<file path="src/hw/typing_consts.svh">
`ifndef TYPING_CONSTS_SVH
`define TYPING_CONSTS_SVH

// letter pool and playfield
`define SLOT_NUM 8
`define X_COLS 64
`define X_OFFSET 15 // pixel x is (column + offset) * 8
`define UPPER_BOUND 320 // top of the hit band
`define LOWER_BOUND 400 // bottom of the hit band
`define Y_MAX 472

// periods in clk cycles
`define SECOND_CYCLES 200 // 50_000_000 on the board
`define FRAME_CYCLES 4
`define SPAWN_CYCLES 60
`define FADE_CYCLES 40
`define GAME_SECONDS 60

// control keys
`define KEY_ENTER 8'h0d
`define KEY_T_UP 8'h54
`define KEY_T_LO 8'h74

// lfsr start values for letter, column and speed
`define LFSR_SEED0 32'h938ab4e1
`define LFSR_SEED1 32'h2a912bdf
`define LFSR_SEED2 32'hea57d2ac

`endif

</file>
<file path="src/hw/typing_pkg.sv">
package typing_pkg;

	// key codes and letter codes
	typedef logic [7:0] ascii_t;

	// pixel coordinate of a letter
	typedef logic [11:0] coord_t;

	// fall step per frame, 1 to 4
	typedef logic [2:0] speed_t;

	// index into the letter pool
	typedef logic [2:0] slot_idx_t;

	// three bcd digits, hundreds in the top nibble
	typedef logic [11:0] bcd3_t;

	typedef enum logic [1:0] {
		ST_START  = 2'd0, // waiting for the first enter
		ST_RUN    = 2'd1,
		ST_STOP   = 2'd2, // paused by ctrl+t
		ST_FINISH = 2'd3  // time is up
	} game_state_e;

	typedef enum logic [1:0] {
		CLR_WHITE = 2'd0, // still falling
		CLR_RED   = 2'd1, // missed
		CLR_GREEN = 2'd2  // hit
	} char_color_e;

endpackage

</file>
<file path="src/hw/key_filter.sv">
`include "typing_consts.svh"

module key_filter (
	input  logic               clk,
	input  logic               arst_n,
	input  typing_pkg::ascii_t ascii,
	input  logic               ctrl,
	output logic               key_press,
	output typing_pkg::ascii_t key_code,
	output logic               is_enter,
	output logic               is_pause,
	output logic               letter_press
);
	import typing_pkg::*;

	ascii_t last_code; // code seen one cycle earlier
	logic   ctrl_q;
	logic   is_t;

	// one press per new nonzero code
	always_ff @(posedge clk or negedge arst_n) begin
		if (!arst_n) begin
			last_code <= '0;
			key_press <= 1'b0;
		end else begin
			last_code <= ascii;
			key_press <= (ascii != '0) && (ascii != last_code);
		end
	end

	always_ff @(posedge clk) begin
		key_code <= ascii; // aligned with key_press
		ctrl_q   <= ctrl;
	end

	assign is_t = (key_code == `KEY_T_UP) || (key_code == `KEY_T_LO);

	assign is_enter     = key_press && (key_code == `KEY_ENTER);
	assign is_pause     = key_press && ctrl_q && is_t;
	assign letter_press = key_press && !is_enter && !is_pause; // plain t is a letter

endmodule

</file>
<file path="src/hw/game_fsm.sv">
`include "typing_consts.svh"

module game_fsm (
	input  logic                    clk,
	input  logic                    arst_n,
	input  logic                    is_enter,
	input  logic                    is_pause,
	input  typing_pkg::bcd3_t       time_bcd,
	output typing_pkg::game_state_e state,
	output logic                    frame_tick,
	output logic                    spawn_tick,
	output logic                    second_tick,
	output logic                    clear_all,
	output logic                    enter_finish
);
	import typing_pkg::*;

	localparam bcd3_t GAME_BCD = {4'(`GAME_SECONDS / 100), 4'((`GAME_SECONDS / 10) % 10),
		4'(`GAME_SECONDS % 10)};
	localparam int TICK_NUM = 3;
	localparam int CNT_W = $clog2(`SECOND_CYCLES); // second is the longest period
	localparam logic [CNT_W-1:0] TICK_LAST [TICK_NUM] = '{
		CNT_W'(`SECOND_CYCLES - 1),
		CNT_W'(`FRAME_CYCLES - 1),
		CNT_W'(`SPAWN_CYCLES - 1)
	};

	game_state_e         state_next;
	logic                time_done;
	logic [CNT_W-1:0]    tick_cnt [TICK_NUM];
	logic [TICK_NUM-1:0] tick_hit;

	assign time_done = (time_bcd == GAME_BCD);

	always_comb begin
		state_next = state;
		case (state)
			ST_RUN: begin
				if (time_done)
					state_next = ST_FINISH;
				else if (is_pause)
					state_next = ST_STOP;
			end
			default: begin
				if (is_enter)
					state_next = ST_RUN; // start, stop and finish all resume on enter
			end
		endcase
	end

	always_ff @(posedge clk or negedge arst_n) begin
		if (!arst_n)
			state <= ST_START;
		else
			state <= state_next;
	end

	assign enter_finish = (state == ST_RUN) && time_done;
	assign clear_all    = (state == ST_FINISH) && is_enter;

	// period counters only advance in run
	always_comb begin
		for (int i = 0; i < TICK_NUM; i++)
			tick_hit[i] = (state == ST_RUN) && (tick_cnt[i] == TICK_LAST[i]);
	end

	always_ff @(posedge clk or negedge arst_n) begin
		if (!arst_n) begin
			for (int i = 0; i < TICK_NUM; i++)
				tick_cnt[i] <= '0;
		end else if (state == ST_RUN) begin
			for (int i = 0; i < TICK_NUM; i++)
				tick_cnt[i] <= tick_hit[i] ? '0 : tick_cnt[i] + 1'b1;
		end
	end

	assign second_tick = tick_hit[0];
	assign frame_tick  = tick_hit[1];
	assign spawn_tick  = tick_hit[2];

	a_state_legal: assert property (@(posedge clk) disable iff (!arst_n)
		state inside {ST_START, ST_RUN, ST_STOP, ST_FINISH});

	// every state change needs a key press or the timeout behind it
	a_state_cause: assert property (@(posedge clk) disable iff (!arst_n)
		(state != $past(state)) |-> $past(is_enter || is_pause || time_done));

endmodule

</file>
<file path="src/hw/char_pool.sv">
`include "typing_consts.svh"

module char_pool (
	input  logic                    clk,
	input  logic                    arst_n,
	input  typing_pkg::game_state_e state,
	input  logic                    frame_tick,
	input  logic                    spawn_tick,
	input  logic                    letter_press,
	input  typing_pkg::ascii_t      key_code,
	input  logic                    enter_finish,
	input  typing_pkg::slot_idx_t   slot_sel,
	output logic                    slot_valid,
	output typing_pkg::coord_t      slot_x,
	output typing_pkg::coord_t      slot_y,
	output typing_pkg::ascii_t      slot_text,
	output typing_pkg::char_color_e slot_color,
	output logic                    hit_pulse,
	output logic                    miss_pulse
);
	import typing_pkg::*;

	localparam int FADE_W = $clog2(`FADE_CYCLES);
	localparam int SCAN_W = $clog2(`SLOT_NUM + 1);
	localparam logic [SCAN_W-1:0] JUDGE_STEP = SCAN_W'(`SLOT_NUM); // one extra step per pass

	logic [`SLOT_NUM-1:0] valid;
	coord_t               pos_x [`SLOT_NUM];
	coord_t               pos_y [`SLOT_NUM];
	speed_t               speed [`SLOT_NUM];
	ascii_t               text [`SLOT_NUM];
	char_color_e          color [`SLOT_NUM];
	logic [FADE_W-1:0]    fade_cnt [`SLOT_NUM];

	logic [31:0] lfsr [3];
	ascii_t      rand_text;
	coord_t      rand_x;
	speed_t      rand_speed;
	logic        free_found;
	slot_idx_t   free_idx;

	logic              run;
	logic [SCAN_W-1:0] scan_step;
	slot_idx_t         scan_idx;
	logic              judge_step;
	logic              pend_valid; // press waiting for the next pass
	ascii_t            pend_code;
	logic              cur_valid; // press being judged in this pass
	ascii_t            cur_code;
	logic              best_found;
	slot_idx_t         best_idx;
	coord_t            best_y;
	logic              cand;
	logic              bound_hit;
	logic              in_band;
	logic              judge;

	function automatic logic [31:0] lfsr_next(input logic [31:0] r);
		return {r[22] ^ r[2] ^ r[1] ^ r[0], r[31:1]};
	endfunction

	function automatic coord_t fall_y(input coord_t y, input speed_t v);
		coord_t n;
		n = y + coord_t'(v);
		return (n > coord_t'(`Y_MAX)) ? coord_t'(`Y_MAX) : n;
	endfunction

	assign rand_text  = ascii_t'(8'h41 + lfsr[0][4:0] % 26);
	assign rand_x     = coord_t'((lfsr[1][7:0] % `X_COLS + `X_OFFSET) * 8);
	assign rand_speed = speed_t'(lfsr[2][1:0]) + speed_t'(1);

	// lowest free slot
	always_comb begin
		free_found = 1'b0;
		free_idx   = '0;
		for (int i = `SLOT_NUM - 1; i >= 0; i--) begin
			if (!valid[i]) begin
				free_found = 1'b1;
				free_idx   = slot_idx_t'(i);
			end
		end
	end

	assign run        = (state == ST_RUN);
	assign scan_idx   = slot_idx_t'(scan_step);
	assign judge_step = (scan_step == JUDGE_STEP);

	// matching white letter lower than the best so far
	assign cand = run && !judge_step && cur_valid && valid[scan_idx] &&
		(color[scan_idx] == CLR_WHITE) && (text[scan_idx] == cur_code) &&
		(pos_y[scan_idx] < coord_t'(`LOWER_BOUND)) &&
		(!best_found || (pos_y[scan_idx] > best_y));

	assign bound_hit = run && !judge_step && valid[scan_idx] &&
		(color[scan_idx] == CLR_WHITE) && (pos_y[scan_idx] >= coord_t'(`LOWER_BOUND));

	assign in_band = (pos_y[best_idx] >= coord_t'(`UPPER_BOUND)) &&
		(pos_y[best_idx] < coord_t'(`LOWER_BOUND));
	assign judge   = run && judge_step && cur_valid && best_found;

	assign hit_pulse  = judge && in_band;
	assign miss_pulse = bound_hit || (judge && !in_band); // scan and judge steps never overlap

	always_ff @(posedge clk or negedge arst_n) begin
		if (!arst_n) begin
			valid <= '0;
			for (int i = 0; i < `SLOT_NUM; i++) begin
				color[i]    <= CLR_WHITE;
				fade_cnt[i] <= '0;
			end
			lfsr[0]    <= `LFSR_SEED0;
			lfsr[1]    <= `LFSR_SEED1;
			lfsr[2]    <= `LFSR_SEED2;
			scan_step  <= '0;
			pend_valid <= 1'b0;
			pend_code  <= '0;
			cur_valid  <= 1'b0;
			cur_code   <= '0;
			best_found <= 1'b0;
			best_idx   <= '0;
			best_y     <= '0;
		end else if (enter_finish) begin
			valid      <= '0; // pool empties at game over
			scan_step  <= '0;
			pend_valid <= 1'b0;
			cur_valid  <= 1'b0;
			best_found <= 1'b0;
		end else if (run) begin
			if (spawn_tick) begin
				for (int k = 0; k < 3; k++)
					lfsr[k] <= lfsr_next(lfsr[k]);
				if (free_found) begin
					valid[free_idx] <= 1'b1;
					color[free_idx] <= CLR_WHITE;
				end
			end
			for (int i = 0; i < `SLOT_NUM; i++) begin
				if (valid[i] && (color[i] != CLR_WHITE)) begin
					if (fade_cnt[i] == FADE_W'(`FADE_CYCLES - 1))
						valid[i] <= 1'b0;
					else
						fade_cnt[i] <= fade_cnt[i] + 1'b1;
				end
			end
			if (letter_press) begin
				pend_valid <= 1'b1; // a newer press replaces the older one
				pend_code  <= key_code;
			end
			if (bound_hit) begin
				color[scan_idx]    <= CLR_RED;
				fade_cnt[scan_idx] <= '0;
			end
			if (cand) begin
				best_found <= 1'b1;
				best_idx   <= scan_idx;
				best_y     <= pos_y[scan_idx];
			end
			if (judge_step) begin
				if (judge) begin
					color[best_idx]    <= in_band ? CLR_GREEN : CLR_RED;
					fade_cnt[best_idx] <= '0;
				end
				cur_valid  <= pend_valid || letter_press;
				cur_code   <= letter_press ? key_code : pend_code;
				pend_valid <= 1'b0;
				best_found <= 1'b0;
				scan_step  <= '0;
			end else begin
				scan_step <= scan_step + 1'b1;
			end
		end
	end

	// letter payload
	always_ff @(posedge clk) begin
		if (spawn_tick && free_found) begin
			pos_x[free_idx] <= rand_x;
			pos_y[free_idx] <= '0;
			speed[free_idx] <= rand_speed;
			text[free_idx]  <= rand_text;
		end
		if (frame_tick) begin
			for (int i = 0; i < `SLOT_NUM; i++) begin
				if (valid[i] && (color[i] == CLR_WHITE))
					pos_y[i] <= fall_y(pos_y[i], speed[i]);
			end
		end
	end

	assign slot_valid = valid[slot_sel];
	assign slot_x     = pos_x[slot_sel];
	assign slot_y     = pos_y[slot_sel];
	assign slot_text  = text[slot_sel];
	assign slot_color = color[slot_sel];

	a_one_pulse: assert property (@(posedge clk) disable iff (!arst_n)
		!(hit_pulse && miss_pulse));

endmodule

</file>
<file path="src/hw/score_board.sv">
module score_board (
	input  logic              clk,
	input  logic              arst_n,
	input  logic              second_tick,
	input  logic              hit_pulse,
	input  logic              miss_pulse,
	input  logic              clear_all,
	output typing_pkg::bcd3_t time_bcd,
	output typing_pkg::bcd3_t hit_bcd,
	output typing_pkg::bcd3_t miss_bcd
);
	import typing_pkg::*;

	// add one with decimal carry, 999 wraps to 000
	function automatic bcd3_t bcd_inc(input bcd3_t v);
		bcd3_t r;
		logic  carry;
		r     = v;
		carry = 1'b1;
		for (int d = 0; d < 3; d++) begin
			if (carry) begin
				if (r[d*4 +: 4] == 4'd9) begin
					r[d*4 +: 4] = 4'd0;
				end else begin
					r[d*4 +: 4] = r[d*4 +: 4] + 4'd1;
					carry       = 1'b0;
				end
			end
		end
		return r;
	endfunction

	function automatic logic digits_ok(input bcd3_t v);
		return (v[3:0] <= 4'd9) && (v[7:4] <= 4'd9) && (v[11:8] <= 4'd9);
	endfunction

	always_ff @(posedge clk or negedge arst_n) begin
		if (!arst_n) begin
			time_bcd <= '0;
			hit_bcd  <= '0;
			miss_bcd <= '0;
		end else if (clear_all) begin
			time_bcd <= '0; // new game
			hit_bcd  <= '0;
			miss_bcd <= '0;
		end else begin
			if (second_tick)
				time_bcd <= bcd_inc(time_bcd);
			if (hit_pulse)
				hit_bcd <= bcd_inc(hit_bcd);
			if (miss_pulse)
				miss_bcd <= bcd_inc(miss_bcd);
		end
	end

	a_bcd_digits: assert property (@(posedge clk) disable iff (!arst_n)
		digits_ok(time_bcd) && digits_ok(hit_bcd) && digits_ok(miss_bcd));

endmodule

</file>
<file path="src/hw/typing_game.sv">
module typing_game (
	input  logic                    clk,
	input  logic                    arst_n,
	input  typing_pkg::ascii_t      ascii,
	input  logic                    ctrl,
	input  typing_pkg::slot_idx_t   slot_sel,
	output typing_pkg::game_state_e state,
	output typing_pkg::bcd3_t       time_bcd,
	output typing_pkg::bcd3_t       hit_bcd,
	output typing_pkg::bcd3_t       miss_bcd,
	output logic                    slot_valid,
	output typing_pkg::coord_t      slot_x,
	output typing_pkg::coord_t      slot_y,
	output typing_pkg::ascii_t      slot_text,
	output typing_pkg::char_color_e slot_color
);
	import typing_pkg::*;

	ascii_t key_code;
	logic   is_enter;
	logic   is_pause;
	logic   letter_press;
	logic   frame_tick;
	logic   spawn_tick;
	logic   second_tick;
	logic   clear_all;
	logic   enter_finish;
	logic   hit_pulse;
	logic   miss_pulse;

	key_filter key_filter_inst (
		.clk          (clk),
		.arst_n       (arst_n),
		.ascii        (ascii),
		.ctrl         (ctrl),
		.key_press    (), // only the decoded presses are needed here
		.key_code     (key_code),
		.is_enter     (is_enter),
		.is_pause     (is_pause),
		.letter_press (letter_press)
	);

	game_fsm game_fsm_inst (
		.clk          (clk),
		.arst_n       (arst_n),
		.is_enter     (is_enter),
		.is_pause     (is_pause),
		.time_bcd     (time_bcd),
		.state        (state),
		.frame_tick   (frame_tick),
		.spawn_tick   (spawn_tick),
		.second_tick  (second_tick),
		.clear_all    (clear_all),
		.enter_finish (enter_finish)
	);

	char_pool char_pool_inst (
		.clk          (clk),
		.arst_n       (arst_n),
		.state        (state),
		.frame_tick   (frame_tick),
		.spawn_tick   (spawn_tick),
		.letter_press (letter_press),
		.key_code     (key_code),
		.enter_finish (enter_finish),
		.slot_sel     (slot_sel),
		.slot_valid   (slot_valid),
		.slot_x       (slot_x),
		.slot_y       (slot_y),
		.slot_text    (slot_text),
		.slot_color   (slot_color),
		.hit_pulse    (hit_pulse),
		.miss_pulse   (miss_pulse)
	);

	score_board score_board_inst (
		.clk         (clk),
		.arst_n      (arst_n),
		.second_tick (second_tick),
		.hit_pulse   (hit_pulse),
		.miss_pulse  (miss_pulse),
		.clear_all   (clear_all),
		.time_bcd    (time_bcd),
		.hit_bcd     (hit_bcd),
		.miss_bcd    (miss_bcd)
	);

endmodule

</file>
<file path="config.mk">
export PLATFORM = sky130hd
export DESIGN_NAME = typing_game
export DESIGN_NICKNAME = d
export VERILOG_FILES = /design/src/hw/typing_pkg.sv /design/src/hw/key_filter.sv /design/src/hw/game_fsm.sv /design/src/hw/char_pool.sv /design/src/hw/score_board.sv /design/src/hw/typing_game.sv
export VERILOG_INCLUDE_DIRS = /design/src /design/src/hw
export SDC_FILE = /design/constraint.sdc
export NUM_CORES = 1
export LEC_CHECK = 0
export BUFFER_PORTS_ARGS = -buffer_cell sky130_fd_sc_hd__buf_2
export CAP_MARGIN = 30
export CORE_AREA = 2 2 287 289
export DETAILED_ROUTE_END_ITERATION = 8
export DIE_AREA = 0 0 289 291
export GPL_TIMING_DRIVEN = 1
export PLACE_DENSITY = 0.62
export RECOVER_POWER = 50
export SLEW_MARGIN = 20
export SYNTH_ARGS = -nofsm -noshare
export SYNTH_HDL_FRONTEND = slang
export SYNTH_SLANG_ARGS = --single-unit
</file>
<file path="constraint.sdc">
create_clock -name clk -period 4.7 [get_ports clk]
set_input_delay 0 -clock clk [delete_from_list [all_inputs] [get_ports clk]]
set_output_delay 0 -clock clk [all_outputs]
set_load 0.05 [all_outputs]
</file>
---- Word level (Yosys, flattened, before mapping) ----
Memory sizes are Yosys's and may differ from the RTL's.
Index checks and enable logic that the tools add are counted.
Widths: inputs -> output; s select.
storage, ports and cells
  register bits ........................... 286
  output and inout port bits .............. 73
  input bits .............................. 14
  RAM bits ................................ 240
  word-level logic and storage cells ...... 467
  memories kept ........................... 4
memories
  memory                words  width  read ports  clocked after Yosys merged registers in  wr ports  RTL line         text
  char_pool_inst.pos_y  8      12     11          0                                        9         char_pool.sv:29  coord_t pos_y [`SLOT_NUM];
  char_pool_inst.text   8      8      2           0                                        1         char_pool.sv:31  ascii_t text [`SLOT_NUM];
  char_pool_inst.pos_x  8      7      1           0                                        1         char_pool.sv:28  coord_t pos_x [`SLOT_NUM];
  char_pool_inst.speed  8      3      8           0                                        1         char_pool.sv:30  speed_t speed [`SLOT_NUM];
cells by class
  reduce and logical (&&, ||, !) cells .... 103
  $add $sub $neg .......................... 32
  mux-type cells .......................... 204
  magnitude comparators ................... 24
  bitwise logic cells ..................... 24
  div/mod/pow operators ................... 1
  equal/unequal tests ..................... 30
operator list
  cell                  count
  $mux 48               5
  $mux 6                34
  $mux 12               14
  $mux 16               9
  $add 12x3->12         8
  $and 48x48->48        2
  $gt 12x9->1 const B   8
  $not 48->48           2
  $mux 1                85
  $mux 4                18
  $mux 8                8
  $add 6x1->6 const B   8
  $eq 6x6->1 const B    8
  $logic_and 1x1->1     48
  $add 4x1->4 const B   10
  $eq 4x4->1 const B    10
  $reduce_bool 2->1     20
  $demux 6 s3           2
  $mod 5x5->32 const B  1
  $add 8x1->8 const B   3
  $ge 12x9->1 const B   2
  $lt 12x9->1 const B   2
  $mux 2                12
  $mux 3                8
  other kinds (39)      91

---- Logic depth before layout (Yosys ltp) ----
Gate-level depths: netlist of the first run.
  depth after elaboration ................. 26
  gate-level depth with buffers ........... 17
  mapped depth without buffers ............ 13

---- Cells and area by module ----
From an unflattened synthesis of the first run, not the netlist that was laid out.
unflattened totals
  cell total of the unflattened synthesis .. 2374
  area total of the unflattened synthesis .. 28083.2 µm²
by module, submodules not included
  module       seq. area each (µm²)  area each (µm²)  cells an instance  times used
  char_pool    12424.4               23950.5          1969               1
  score_board  900.9                 2254.7           235                1
  game_fsm     650.6                 1311.3           130                1
  key_filter   405.4                 566.8            40                 1

---- Least setup slack after synthesis of the first run ----
Ideal clock, no wire load.
  kind .................................... reg-to-reg
  start point ............................. reg game_fsm_inst.state[0]
  end point ............................... reg char_pool_inst.color[2] in the netlist's numbering
  arrival time ............................ 3235 ps
  path buffers ............................ 1
  clock period less this slack ............ 3356 ps
  slack ................................... 1344 ps
  setup time .............................. 121 ps
  cell stages (with the launch flop) ...... 9
  data required time ...................... 4579 ps
  cells stage by stage .................... dfrtp_1 -> nor2b_1 -> and4_1 -> clkbuf_1 -> and3_1 -> nand4_1 -> nor2_1 -> o21ai_0 -> a22o_1
on the way
  word-level cells in the longest chain between the ends .. 12
  elaborated cells between the ends (all ways) .. 22
  classes of those cells .................. 1 x eq/ne; 9 x mux; 2 x bitwise; 10 x reduce/logical
RTL lines
  what                            RTL line                                         text
  start: declaration              game_fsm.sv:9                                    output typing_pkg::game_state_e state,
  start signal: assignment        game_fsm.sv:55                                   state <= state_next;
  $eq 2x1->1 *                    game_fsm.sv:58, game_fsm.sv:64, char_pool.sv:84
  $logic_and 1x1->1               game_fsm.sv:64                                   tick_hit[i] = (state == ST_RUN) && (tick_cnt[i] == TICK_LAST[i]);
  $mux 16                         char_pool.sv:129                                 if (spawn_tick) begin
  $mux 16                         char_pool.sv:128                                 end else if (run) begin
  $mux 16                         char_pool.sv:122                                 end else if (enter_finish) begin
  $or 8x8->8 (no source line)     n/a
  $mux 16                         char_pool.sv:149                                 if (bound_hit) begin
  $mux 16                         char_pool.sv:128
  $mux 16                         char_pool.sv:122
  $bwmux 16                       char_pool.sv:160                                 color[best_idx] <= in_band ? CLR_GREEN : CLR_RED;
  $mux 16                         char_pool.sv:159                                 if (judge) begin
  $mux 16                         char_pool.sv:158                                 if (judge_step) begin
  end signal: indexed assignment  char_pool.sv:160
  end: declaration                char_pool.sv:32                                  char_color_e color [`SLOT_NUM];
Every way passes the cells marked *; elsewhere a longest branch is shown, timed or not. The select of a mux whose other input is x is not followed.
A chain may end at the register's enable or synchronous reset.

---- Worst setup path after layout of the first run ----
  start point ............................. reg game_fsm_inst.state[0]
  end point ............................... mem char_pool_inst.pos_x[0][1] in the netlist's numbering, enable pin
on the way
  word-level cells in the longest chain between the ends .. 5
RTL lines
  what                          RTL line          text
  $eq 2x1->1                    game_fsm.sv:64
  $logic_and 1x1->1             game_fsm.sv:64
  $logic_and 1x1->1             char_pool.sv:176  if (spawn_tick && free_found) begin
  $mux 1                        char_pool.sv:176
  $mux 1 (implied by the code)  char_pool.sv:177  pos_x[free_idx] <= rand_x;
  end: declaration              char_pool.sv:28
Every way passes these cells.

==> metrics.md, run 1 <==
| Metric | Value |
|---|---|
| Nets@finish | 2617 |
| Hold Path End | key_filter_inst.key_code[1] |
| Post-route clock skew | 0.0255 ns |
| First-pass DRT Iterations | 6 |
| RD Place Congestion | between 0.9 and 1 |
| HP Start | ascii[1] |
| Register bit total from synthesis | 526 |
| Vias in the first global route | 20372 |
| Critical Path Slowest Stage Cell | clkbuf_1 |
| CP dominant cell by count | clkbuf_1 |
| Fmax achieved | 245 MHz |
| Inserted Diodes | 0 |
| Leak pwr | 12.3 nW |
| First DRT Iteration DRCs | 1937 |
| Final period util | about 87% |
| Total GRT Usage | 18.6% |
| Primary FF master, synth | edfxtp_1 |
| CTS Sinks | about 530 |
| Worst-path clk slew | 0.06 ns |
| Cell Area, Synth | about 28000 sq um |
| R2r endpoint | char_pool_inst.pos_x[0][1] |
| Setup violations, final | 0 |
| Class of the most critical setup path | register to register |
| Vias per Instance | 5.64 |
| Post-synth EDFFs | 240 |
| Setup crit start kind | register |
| Worst Path Buf+Inv | 4 |
| Failing checks | capacitance limit, slew limit |
| Die X-Extent | 289 um |
| Finished Core Util | roughly 39% |
| Core box area | 81200 sq um |
| Port Buffer Count | 81 |
| Initial Util | approximately a third |
| Setup tns final | 0 ns |
| Yosys cell types | between 90 and 100 |
| Fin. max-slew vios | 109 |
| Fin crit period | 4.08 ns |
| Largest net degree at the start of global routing | approximately 120 |
| Most frequent cells in the layout | edfxtp_1 (240), dfrtp_1 (225), nand2_1 (167) |
| Largest cells by area after synthesis | edfxtp_1 (26%), dfrtp_1 (20%), mux4_2 (6.4%) |
| Top-area cell type share of the netlist area | 25.6% |
| Initial antenna violation count | 3 |
| DRC violations left | 0 |
| Max-Cap Viols | 1 |
| Final Hold Vio Count | 0 |
| Total power draw | around 12 mW |
| Total gr overflow | 0 |
| Slowest stage delay, CP | 1.00 ns |
| CP Max Fanout | 24 |
| DR vias | 20532 |
| Global-route wire length before repair | 122000 um |
| Die Y | 291 um |
| Yosys top cell by area | edfxtp_1 |
| Worst R2R Setup Slack | 0.62 ns |
| HPWL after DPL | 56200 um |
| CP Cell Sequence | nor2b_1 > clkbuf_1 > and4_1 > clkbuf_1 > nand2b_1 > inv_1 > clkbuf_2 |
| WL final | slightly below 80000 um |
| Num ports | 87 |
| Bufs on Longest Clock Path | 3 |
| Most common cell after layout, fill and taps aside | edfxtp_1 |
| Share of cells above drive strength 1 | 18.2% |
| CTS root buffer | clkbuf_16 |
| Unrepaired setup endpoints after global routing | false |
| Post-CTS Resized | 0 |
| H-tree depth | 2 |
| Async S/R FF share, synth | 52.7% |
| Crit path DAT | 4.33 ns |
| Worst Path Required | 4.95 ns |
| Yosys warnings | 0 |
| Die area | ~84000 sq um |
| Register area share after synthesis | just over 50% |
| Total CTS buffers | 57 |
| CP Capture Type | register |
| Worst Hold Depth | 2 |
| Worst-Margin Slew | a little under 3 ns |
| Wirelength per Cell | 21.7 um |
| Worst flop-to-flop path startpoint | game_fsm_inst.state[0] |
| Skew-Pair Late Insertion Delay | between 0.6 and 0.7 ns |
| Worst hold path class | input pin to register |
| Synthesized instance count | 2412 |
| Cell Pwr Density | approximately 370 nW/um^2 |
| Status | complete, but fails checks |
| Num rows | roughly 110 |
| Remaining antenna violation count after routing | 0 |
| Clock tree from TritonCTS | built |
| Slew Limit Headroom | -96.3% |
| Top delay family on crit path | buffers and inverters |
| Cells on worst reg2reg path | 7 |
| Max IR drop VDD | 0.242 mV |
| Layout Area Growth over Synthesis | 13.6% |
| Synth Area per Inst | 11.7 sq um |
==> sequential cells by signal, summed over array words and instances (netlist names), 16 cells and up <==
name	cells
char_pool_inst.text	64
char_pool_inst.speed	24
char_pool_inst.pos_y	96
game_fsm_inst.tick_cnt	24
char_pool_inst.lfsr	96
char_pool_inst.fade_cnt	48
char_pool_inst.color	16
char_pool_inst.pos_x	56
==> cells in the mapped netlist, drive strengths merged (16+ instances only) <==
library cell and n:
inv 95, clkbuf 81, a22oi 16, a21oi 124, dfstp 50, nor3 47
dfrtp 227, mux4 80, a31oi 23, buf 44, mux2 148, o22ai 19
nor2 170, and3 48, o21ai 93, xnor2 65, nor2b 31, ha 73
a21o 23, nand4 41, mux2i 69, or3 23, xor2 48, nand3 84
edfxtp 240, nand2 168
==> worst register-to-register path, stage by stage (launching register included) <==
cell and delay (ns):
dfrtp_1 0.48, nor2b_1 0.16, clkbuf_1 1.00, and4_1 0.51, clkbuf_1 0.55, nand2b_1 0.27, inv_1 0.12, clkbuf_2 0.60
==> routing by layer <==
metal	up-vias	part of all wire (%)	wire length [um]	GRT usage, %
li1	9225	-	-	-
met1	10334	41	32800	25.1
met2	801	47	37400	30.1
met3	166	7.0	5550	2.86
met4	6	4.0	3190	7.17
met5	-	0.052	41	0
==> power by group <==
part | leakage (nW) | switching, mW | internal (mW)
Combinational | 5.60 | 1.11 | 0.649
Clock | 1.01 | 1.93 | 3.03
Sequential | 5.67 | 0.178 | 4.91
Total | 12.3 | 3.22 | 8.59
==> worst max-delay path by stage <==
stage	from	to	slack [ns]	depth (start not counted)
detailed placement	char_pool_inst.scan_step[2]	char_pool_inst.best_y[3]	0.73	13
CTS	char_pool_inst.scan_step[2]	char_pool_inst.best_idx[1]	0.73	13
global placement	char_pool_inst.scan_step[2]	char_pool_inst.best_idx[0]	0.84	13
global route	slot_sel[0]	slot_x[3]	0.38	6
finish	game_fsm_inst.state[0]	char_pool_inst.pos_x[0][1]	0.62	7
floorplan	game_fsm_inst.state[0]	char_pool_inst.color[2]	1.34	8
==> what timing repair did <==
action | CTS | global route
hold buffers | 11 | 0
setup buffers | 0 | 0
endpoints found under the hold margin | 125 | 0
==> layout make-up <==
type / instances / area (sq um)
Timing Repair Buffer: 148 / 856
Tap cell: 1070 / 1340
Clock buffer: 65 / 1480
Sequential cell: 526 / 14400
Fill cell: 7766 / 49100
Clock inverter: 42 / 608
Multi-Input combinational cell: 1692 / 13000
Inverter: 97 / 364
==> cells by family (layout without fill, tap and decap cells) <==
family,Yosys count,count (layout),share of synthesized area (%)
AND/OR/NAND/NOR,721,721,13.1
flip-flops,526,526,51.0
AO/OA/AOI/OAI,446,446,10.4
multiplexers,297,297,14.8
buffers and inverters,222,352,3.30
XOR/XNOR,113,113,3.51
adder cells (fa/ha/maj),86,86,3.98
other,1,29,0.0133
==> per-stage QoR <==
stage	hold WS, ns	cell area [sq um]	setup WS, ns	instances
finish	0.125	32000	0.621	3640
detailed placement	0.107	30000	0.727	3518
global route	0.118	32000	0.384	3640
global placement	0.107	29900	0.841	3516
CTS	0.0408	32200	0.731	3636
floorplan	-0.296	28300	1.34	2440
Note: power is estimated with default switching activity, not from simulation.
==> run 2: changes to the inputs <==
clock period = 4.8 ns   (was 4.7 ns; I/O delays follow)
==> run 2 against run 1 <==
  * Routed wire length down 2.2%
  * Final cell count rose by 0.19%
  * Non-clock buffer count rose by 6
  * The run still ends with capacitance limit, slew limit left
  * Largest cell class unchanged
  * Sequential share of layout area about the same
  * Register-to-register slack improved by 0.04 ns
==> metrics.md, run 2 (same netlist as run 1, synthesis figures left out) <==
| Metric | Value |
|---|---|
| Setup crit start kind | register |
| Fin. max-slew vios | 118 |
| Most frequent cells in the layout | edfxtp_1 (240), dfrtp_1 (225), nand2_1 (167) |
| Port Buffer Count | 81 |
| WL final | just under 80000 um |
| Share of cells above drive strength 1 | 18.1% |
| First DRT Iteration DRCs | 1787 |
| Crit path DAT | 4.64 ns |
| Leak pwr | 12.3 nW |
| Unrepaired setup endpoints after global routing | false |
| Setup tns final | 0 ns |
| Fmax achieved | 242 MHz |
| Switching Fraction | about 28% |
| Cell Int Power | 8.22 mW |
| H-tree depth | 2 |
| Final Hold Vio Count | 0 |
| Worst R2R Setup Slack | 0.66 ns |
| Largest net degree at the start of global routing | 119 |
| Die Y | 291 um |
| Post-CTS Resized | 0 |
| Total CTS buffers | 57 |
| Top Registers | char_pool_inst.lfsr: 96 flops, char_pool_inst.pos_y: 96 flops, char_pool_inst.text: 64 flops |
| Die X-Extent | 289 um |
| Dpl cells | 3523 |
| Slew Limit Headroom | -108% |
| CTS Sinks | 526 |
| Nets@finish | 2623 |
| Initial Util | 34.7% |
| Psw | about 3.1 mW |
| Clock Power Share | between 40% and 50% |
| Global-route wire length before repair | 120000 um |
| Fillers | 7755 |
| Total GRT Usage | between 10% and 20% |
| Worst Path Required | approximately 5.3 ns |
| Vias in the first global route | approximately 20000 |
| Num rows | roughly 110 |
| Skew-Pair Late Insertion Delay | 0.63 ns |
| Num ports | 87 |
| HPWL after DPL | 55500 um |
| Fin crit period | 4.14 ns |
| Layout Area Growth over Synthesis | 13.5% |
| Final period util | 86.2% |
| Worst-Margin Slew | 3.12 ns |
| Die area | ~84000 sq um |
| Setup violations, final | 0 |
| Final hold slack | roughly 0.12 ns |
| Max-Cap Viols | 1 |
| CTS root buffer | clkbuf_16 |
| Class of the most critical setup path | register to register |
| Cell Pwr Density | around 350 nW/um^2 |
| Core box area | approximately 81000 sq um |
| Clock tree from TritonCTS | built |
| CP Capture Type | register |
| DR vias | approximately 20000 |
| RD Place Congestion | a little under 1 |
| First-pass DRT Iterations | 5 |
| Worst-path clk slew | ~0.060 ns |
| Post-route clock skew | 0.0152 ns |
| Remaining antenna violation count after routing | 0 |
| DRC violations left | 0 |
| Status | complete, but fails checks |
| Max IR drop VDD | 0.274 mV |
| Worst hold path class | input pin to register |
| Vias per Instance | about 5.6 |
| CP Max Fanout | 18 |
| Initial antenna violation count | 3 |
| Comb power frac | 15.5% |
| Register share of total power | 43.9% |
| Failing checks | capacitance limit, slew limit |
| Fin cells | 3647 |
| Most common cell after layout, fill and taps aside | edfxtp_1 |
| Total gr overflow | 0 |
| Wirelength per Cell | 21.2 um |
| Bufs on Longest Clock Path | 3 |
-- run 2: cell types whose count changed in the layout (fill, tap and decap cells not counted), moves of 2 or more --
cell        delta
buf_2          -4
clkbuf_2       -4
clkinv_2       -2
buf_16         +2
buf_4         +11
bufinv_16      -5
clkbuf_1       +7
clkinv_1       +3
clkinvlp_4     -2
-- run 2: layout make-up --
type                            count  area (sq um)  area share [%]
Timing Repair Buffer              154           941            2.94
Sequential cell                   526         14400            44.9
Tap cell                         1070          1340            4.18
Multi-Input combinational cell   1692         13000            40.7
Clock buffer                       72          1530            4.79
Antenna cell                        1          2.50         0.00782
Clock inverter                     35           430            1.34
Inverter                           97           364            1.14
-- run 2: path summary, 6_finish.rpt --
kind / start / endpoint / cells after the start
max: char_pool_inst.scan_step[0] / char_pool_inst.best_y[1] / 11
min: ascii[5] / key_filter_inst.last_code[5] / 2
max reg2reg: char_pool_inst.scan_step[0] / char_pool_inst.best_y[1] / 11
min reg2reg: game_fsm_inst.tick_cnt[15] / game_fsm_inst.tick_cnt[15] / 1
max in group asynchronous: arst_n / char_pool_inst.best_y[8] / 3
min in group asynchronous: arst_n / score_board_inst.miss_bcd[5] / 2
-- run 2: through the flow --
| stage | power [mW] | utilization [%] | setup slack, ns | cell area, sq um |
|---|---|---|---|---|
| after global routing | 11.8 | 39.4 | 0.375 | 32000 |
| after CTS | 11.5 | 39.5 | 0.792 | 32100 |
| final | 11.4 | 39.4 | 0.660 | 32000 |
| after detailed placement | 6.81 | 36.9 | 0.806 | 30000 |
| after global placement | 6.78 | 36.9 | 0.959 | 30000 |
| after floorplan | 6.25 | - | 1.44 | 28300 |
-- run 2: repair_timing --
action | CTS | global route
endpoints found under the setup margin | 0 | 0
hold endpoints to repair | 134 | 0
buffers inserted | 0 | 0
hold buffers | 11 | 0
-- run 2: power by group through the flow --
stage / Sequential [mW] / Clock, mW / Combinational (mW)
after global placement: 5.06 / 0 / 1.72
final: 4.99 / 4.60 / 1.76
after floorplan: 5.01 / 0 / 1.24
after CTS: 4.98 / 4.71 / 1.76
after detailed placement: 5.07 / 0 / 1.74
after global routing: 5.00 / 4.89 / 1.94
-- run 2: routing by layer --
metal	GRT usage, %	part of all wire, %	up-vias
li1	-	-	9238
met1	24.5	42	10295
met2	29.4	47	708
met3	3.93	7.4	147
met4	6.25	3.3	2
met5	0	0.021	-
-- run 2: worst max-delay path: stages, from the launching register on --
cell,delay (ns)
dfrtp_1,0.39
clkbuf_1,0.67
inv_1,0.53
mux2i_1,0.43
inv_1,0.09
ha_1,0.32
and4_1,0.16
and2_1,0.15
a41o_1,0.24
a31oi_1,0.29
nand4_4,0.35
mux2_2,0.38
==> run 3: changes to the inputs <==
CORE_AREA = 2 2 243 341   (was 2 2 287 289)
DIE_AREA = 0 0 245 343   (was 0 0 289 291)
==> run 3 against run 2 <==
  * The flow still finishes with violations (capacitance limit, slew limit)
  * Non-clock buffer count is 4 higher
  * Clock-buffer cell count decreased by 3
  * Sequential share of layout area rose by 0.26 points
  * Global-route usage is 0.18 points higher
  * Die area is essentially flat
  * Design area decreased by 0.57%
  * Register-to-register slack improved by 0.11 ns
==> metrics.md, run 3 (same netlist as run 1, synthesis figures left out) <==
| Metric | Value |
|---|---|
| Port Buffer Count | 81 |
| Core box area | 81100 sq um |
| Num ports | 87 |
| Most frequent cells in the layout | edfxtp_1 (240), dfrtp_1 (225), nand2_1 (167) |
| Final Hold Vio Count | 0 |
| Bufs on Longest Clock Path | 3 |
| Footprint of the multi-input gates | 13000 sq um |
| Total power draw | around 11 mW |
| Top Registers | char_pool_inst.lfsr: 96 flops, char_pool_inst.pos_y: 96 flops, char_pool_inst.text: 64 flops |
| CTS root buffer | clkbuf_16 |
| Slew Limit Headroom | -74.9% |
| H-tree depth | 2 |
| HP Start | ascii[6] |
| Remaining antenna violation count after routing | 0 |
| Share of cells above drive strength 1 | 18.1% |
| Setup violations, final | 0 |
| Register area | between 10000 and 15000 sq um |
| Crit path DAT | 4.12 ns |
| Worst flop-to-flop path startpoint | key_filter_inst.key_code[2] |
| Post-CTS Resized | 0 |
| Worst-path clk slew | 0.06 ns |
| Initial antenna violation count | 0 |
| Total CTS buffers | 55 |
| DRC violations left | 0 |
| Post-route clock skew | 0.0176 ns |
| Largest net degree at the start of global routing | 128 |
| Setup tns final | 0 ns |
| Initial Util | between 30% and 40% |
| Die Y | 343 um |
| Fin crit period | 4.12 ns |
| Max-Cap Viols | 3 |
| Vias in the first global route | between 20000 and 25000 |
| Worst Hold Depth | 2 |
| Wirelength per Cell | 21.4 um |
| Unrepaired setup endpoints after global routing | false |
| Die area | ~84000 sq um |
| Most common cell after layout, fill and taps aside | edfxtp_1 |
| Worst R2R Setup Slack | 0.77 ns |
| Worst Path Required | 4.80 ns |
| CP dominant cell by count | clkbuf_1 |
| R2r endpoint | char_pool_inst.pend_code[2] |
| Failing checks | capacitance limit, slew limit |
| Status | complete, but fails checks |
| Critical Path Slowest Stage Cell | clkbuf_1 |
| CTS Sinks | 526 |
| CP Capture Type | primary output |
| Clock tree from TritonCTS | built |
| Vias per Instance | 5.57 |
| RD Place Congestion | 0.932 |
| CP Max Fanout | 42 |
| Class of the most critical setup path | input pin to primary output |
| Cells on worst reg2reg path | 5 |
| Num rows | 124 |
| Total gr overflow | 0 |
| Hold Path End | key_filter_inst.last_code[6] |
| Fillers | 7745 |
| Final period util | 85.8% |
| CP Cell Sequence | clkbuf_1 > clkbuf_1 > mux4_2 > mux2_2 > clkbuf_1 |
| WL final | 77800 um |
| First-pass DRT Iterations | 6 |
| Worst hold path class | input pin to register |
| DR vias | 20303 |
| Die X-Extent | roughly 250 um |
| Leak pwr | between 10 and 15 nW |
| Post-CTS Hold Buffers | 11 |
| HPWL after DPL | ~56000 um |
| Nets@finish | 2625 |
| Total GRT Usage | 18.5% |
| Slowest stage delay, CP | 1.89 ns |
| Cell Pwr Density | 346 nW/um^2 |
| Fin. max-slew vios | 157 |
| First DRT Iteration DRCs | ~1400 |
| Fmax achieved | around 240 MHz |
| Setup crit start kind | input pin |
| Max IR drop VDD | 0.282 mV |
| Setup bufs post-CTS | 0 |
| Global-route wire length before repair | ~120000 um |
| Skew-Pair Late Insertion Delay | about 0.63 ns |
| Worst-Margin Slew | 2.62 ns |
| Layout Area Growth over Synthesis | 12.9% |
[run 3: cell count changes in the layout (fill, tap and decap cells not counted), moves of 3 or more]
cell,change
clkbuf_16,-3
bufinv_16,-3
buf_2,+3
clkinv_2,-4
buf_4,+3
o21ai_1,-4
o21ai_0,+4
[run 3: worst max path at each step]
stage / from / to / slack, ns / depth (start not counted)
4_1_cts: char_pool_inst.best_idx[0] / score_board_inst.miss_bcd[9] / 0.90 / 8
3_3_place_gp: char_pool_inst.scan_step[2] / char_pool_inst.best_idx[0] / 0.99 / 8
2_1_floorplan: game_fsm_inst.state[0] / char_pool_inst.color[2] / 1.44 / 8
5_1_grt: slot_sel[1] / slot_text[1] / 0.39 / 5
6_report: slot_sel[1] / slot_text[0] / 0.68 / 5
3_5_place_dp: char_pool_inst.best_idx[0] / score_board_inst.miss_bcd[9] / 0.91 / 8
[run 3: where the power goes]
part | internal [mW] | switching (mW) | total, mW
sequential | 4.80 | 0.182 | 4.99
combinational | 0.647 | 1.06 | 1.70
clock | 2.48 | 1.85 | 4.33
total | 7.93 | 3.09 | 11.0
[run 3: through the flow]
step / utilization, % / setup slack, ns / std cells / hold slack, ns / instance area [sq um]
detailed placement: 37.0 / 0.909 / 3530 / 0.0934 / 30000
finish: 39.2 / 0.684 / 3644 / 0.103 / 31800
global placement: 37.0 / 0.986 / 3528 / 0.0728 / 30000
CTS: 39.4 / 0.904 / 3640 / 0.0174 / 32000
floorplan: - / 1.44 / 2440 / -0.296 / 28300
global route: 39.2 / 0.385 / 3643 / 0.0986 / 31800
[run 3: final cells by class]
cell class	count	share of cell area, %
timing repair buffer	158	2.92
clock buffer	69	4.58
tap	1071	4.21
clock inverter	30	1.08
antenna	1	0.00786
multi-input combinational	1692	40.9
inverter	97	1.14
sequential	526	45.2
[run 3: critical path: cells and delay by family]
| family | cells | cell delay [ns] |
|---|---|---|
| buf+inv | 3 | 3.30 |
| mux | 2 | 0.75 |
[run 3: routing by layer]
| metal | vias to the layer above | part of all wire [%] | global-route usage, % |
|---|---|---|---|
| met1 | 10225 | 39 | 21.7 |
| met5 | - | 0 | 0 |
| met2 | 628 | 50 | 32.1 |
| met3 | 211 | 4.8 | 2.64 |
| met4 | 0 | 6.6 | 11.2 |
| li1 | 9239 | - | - |
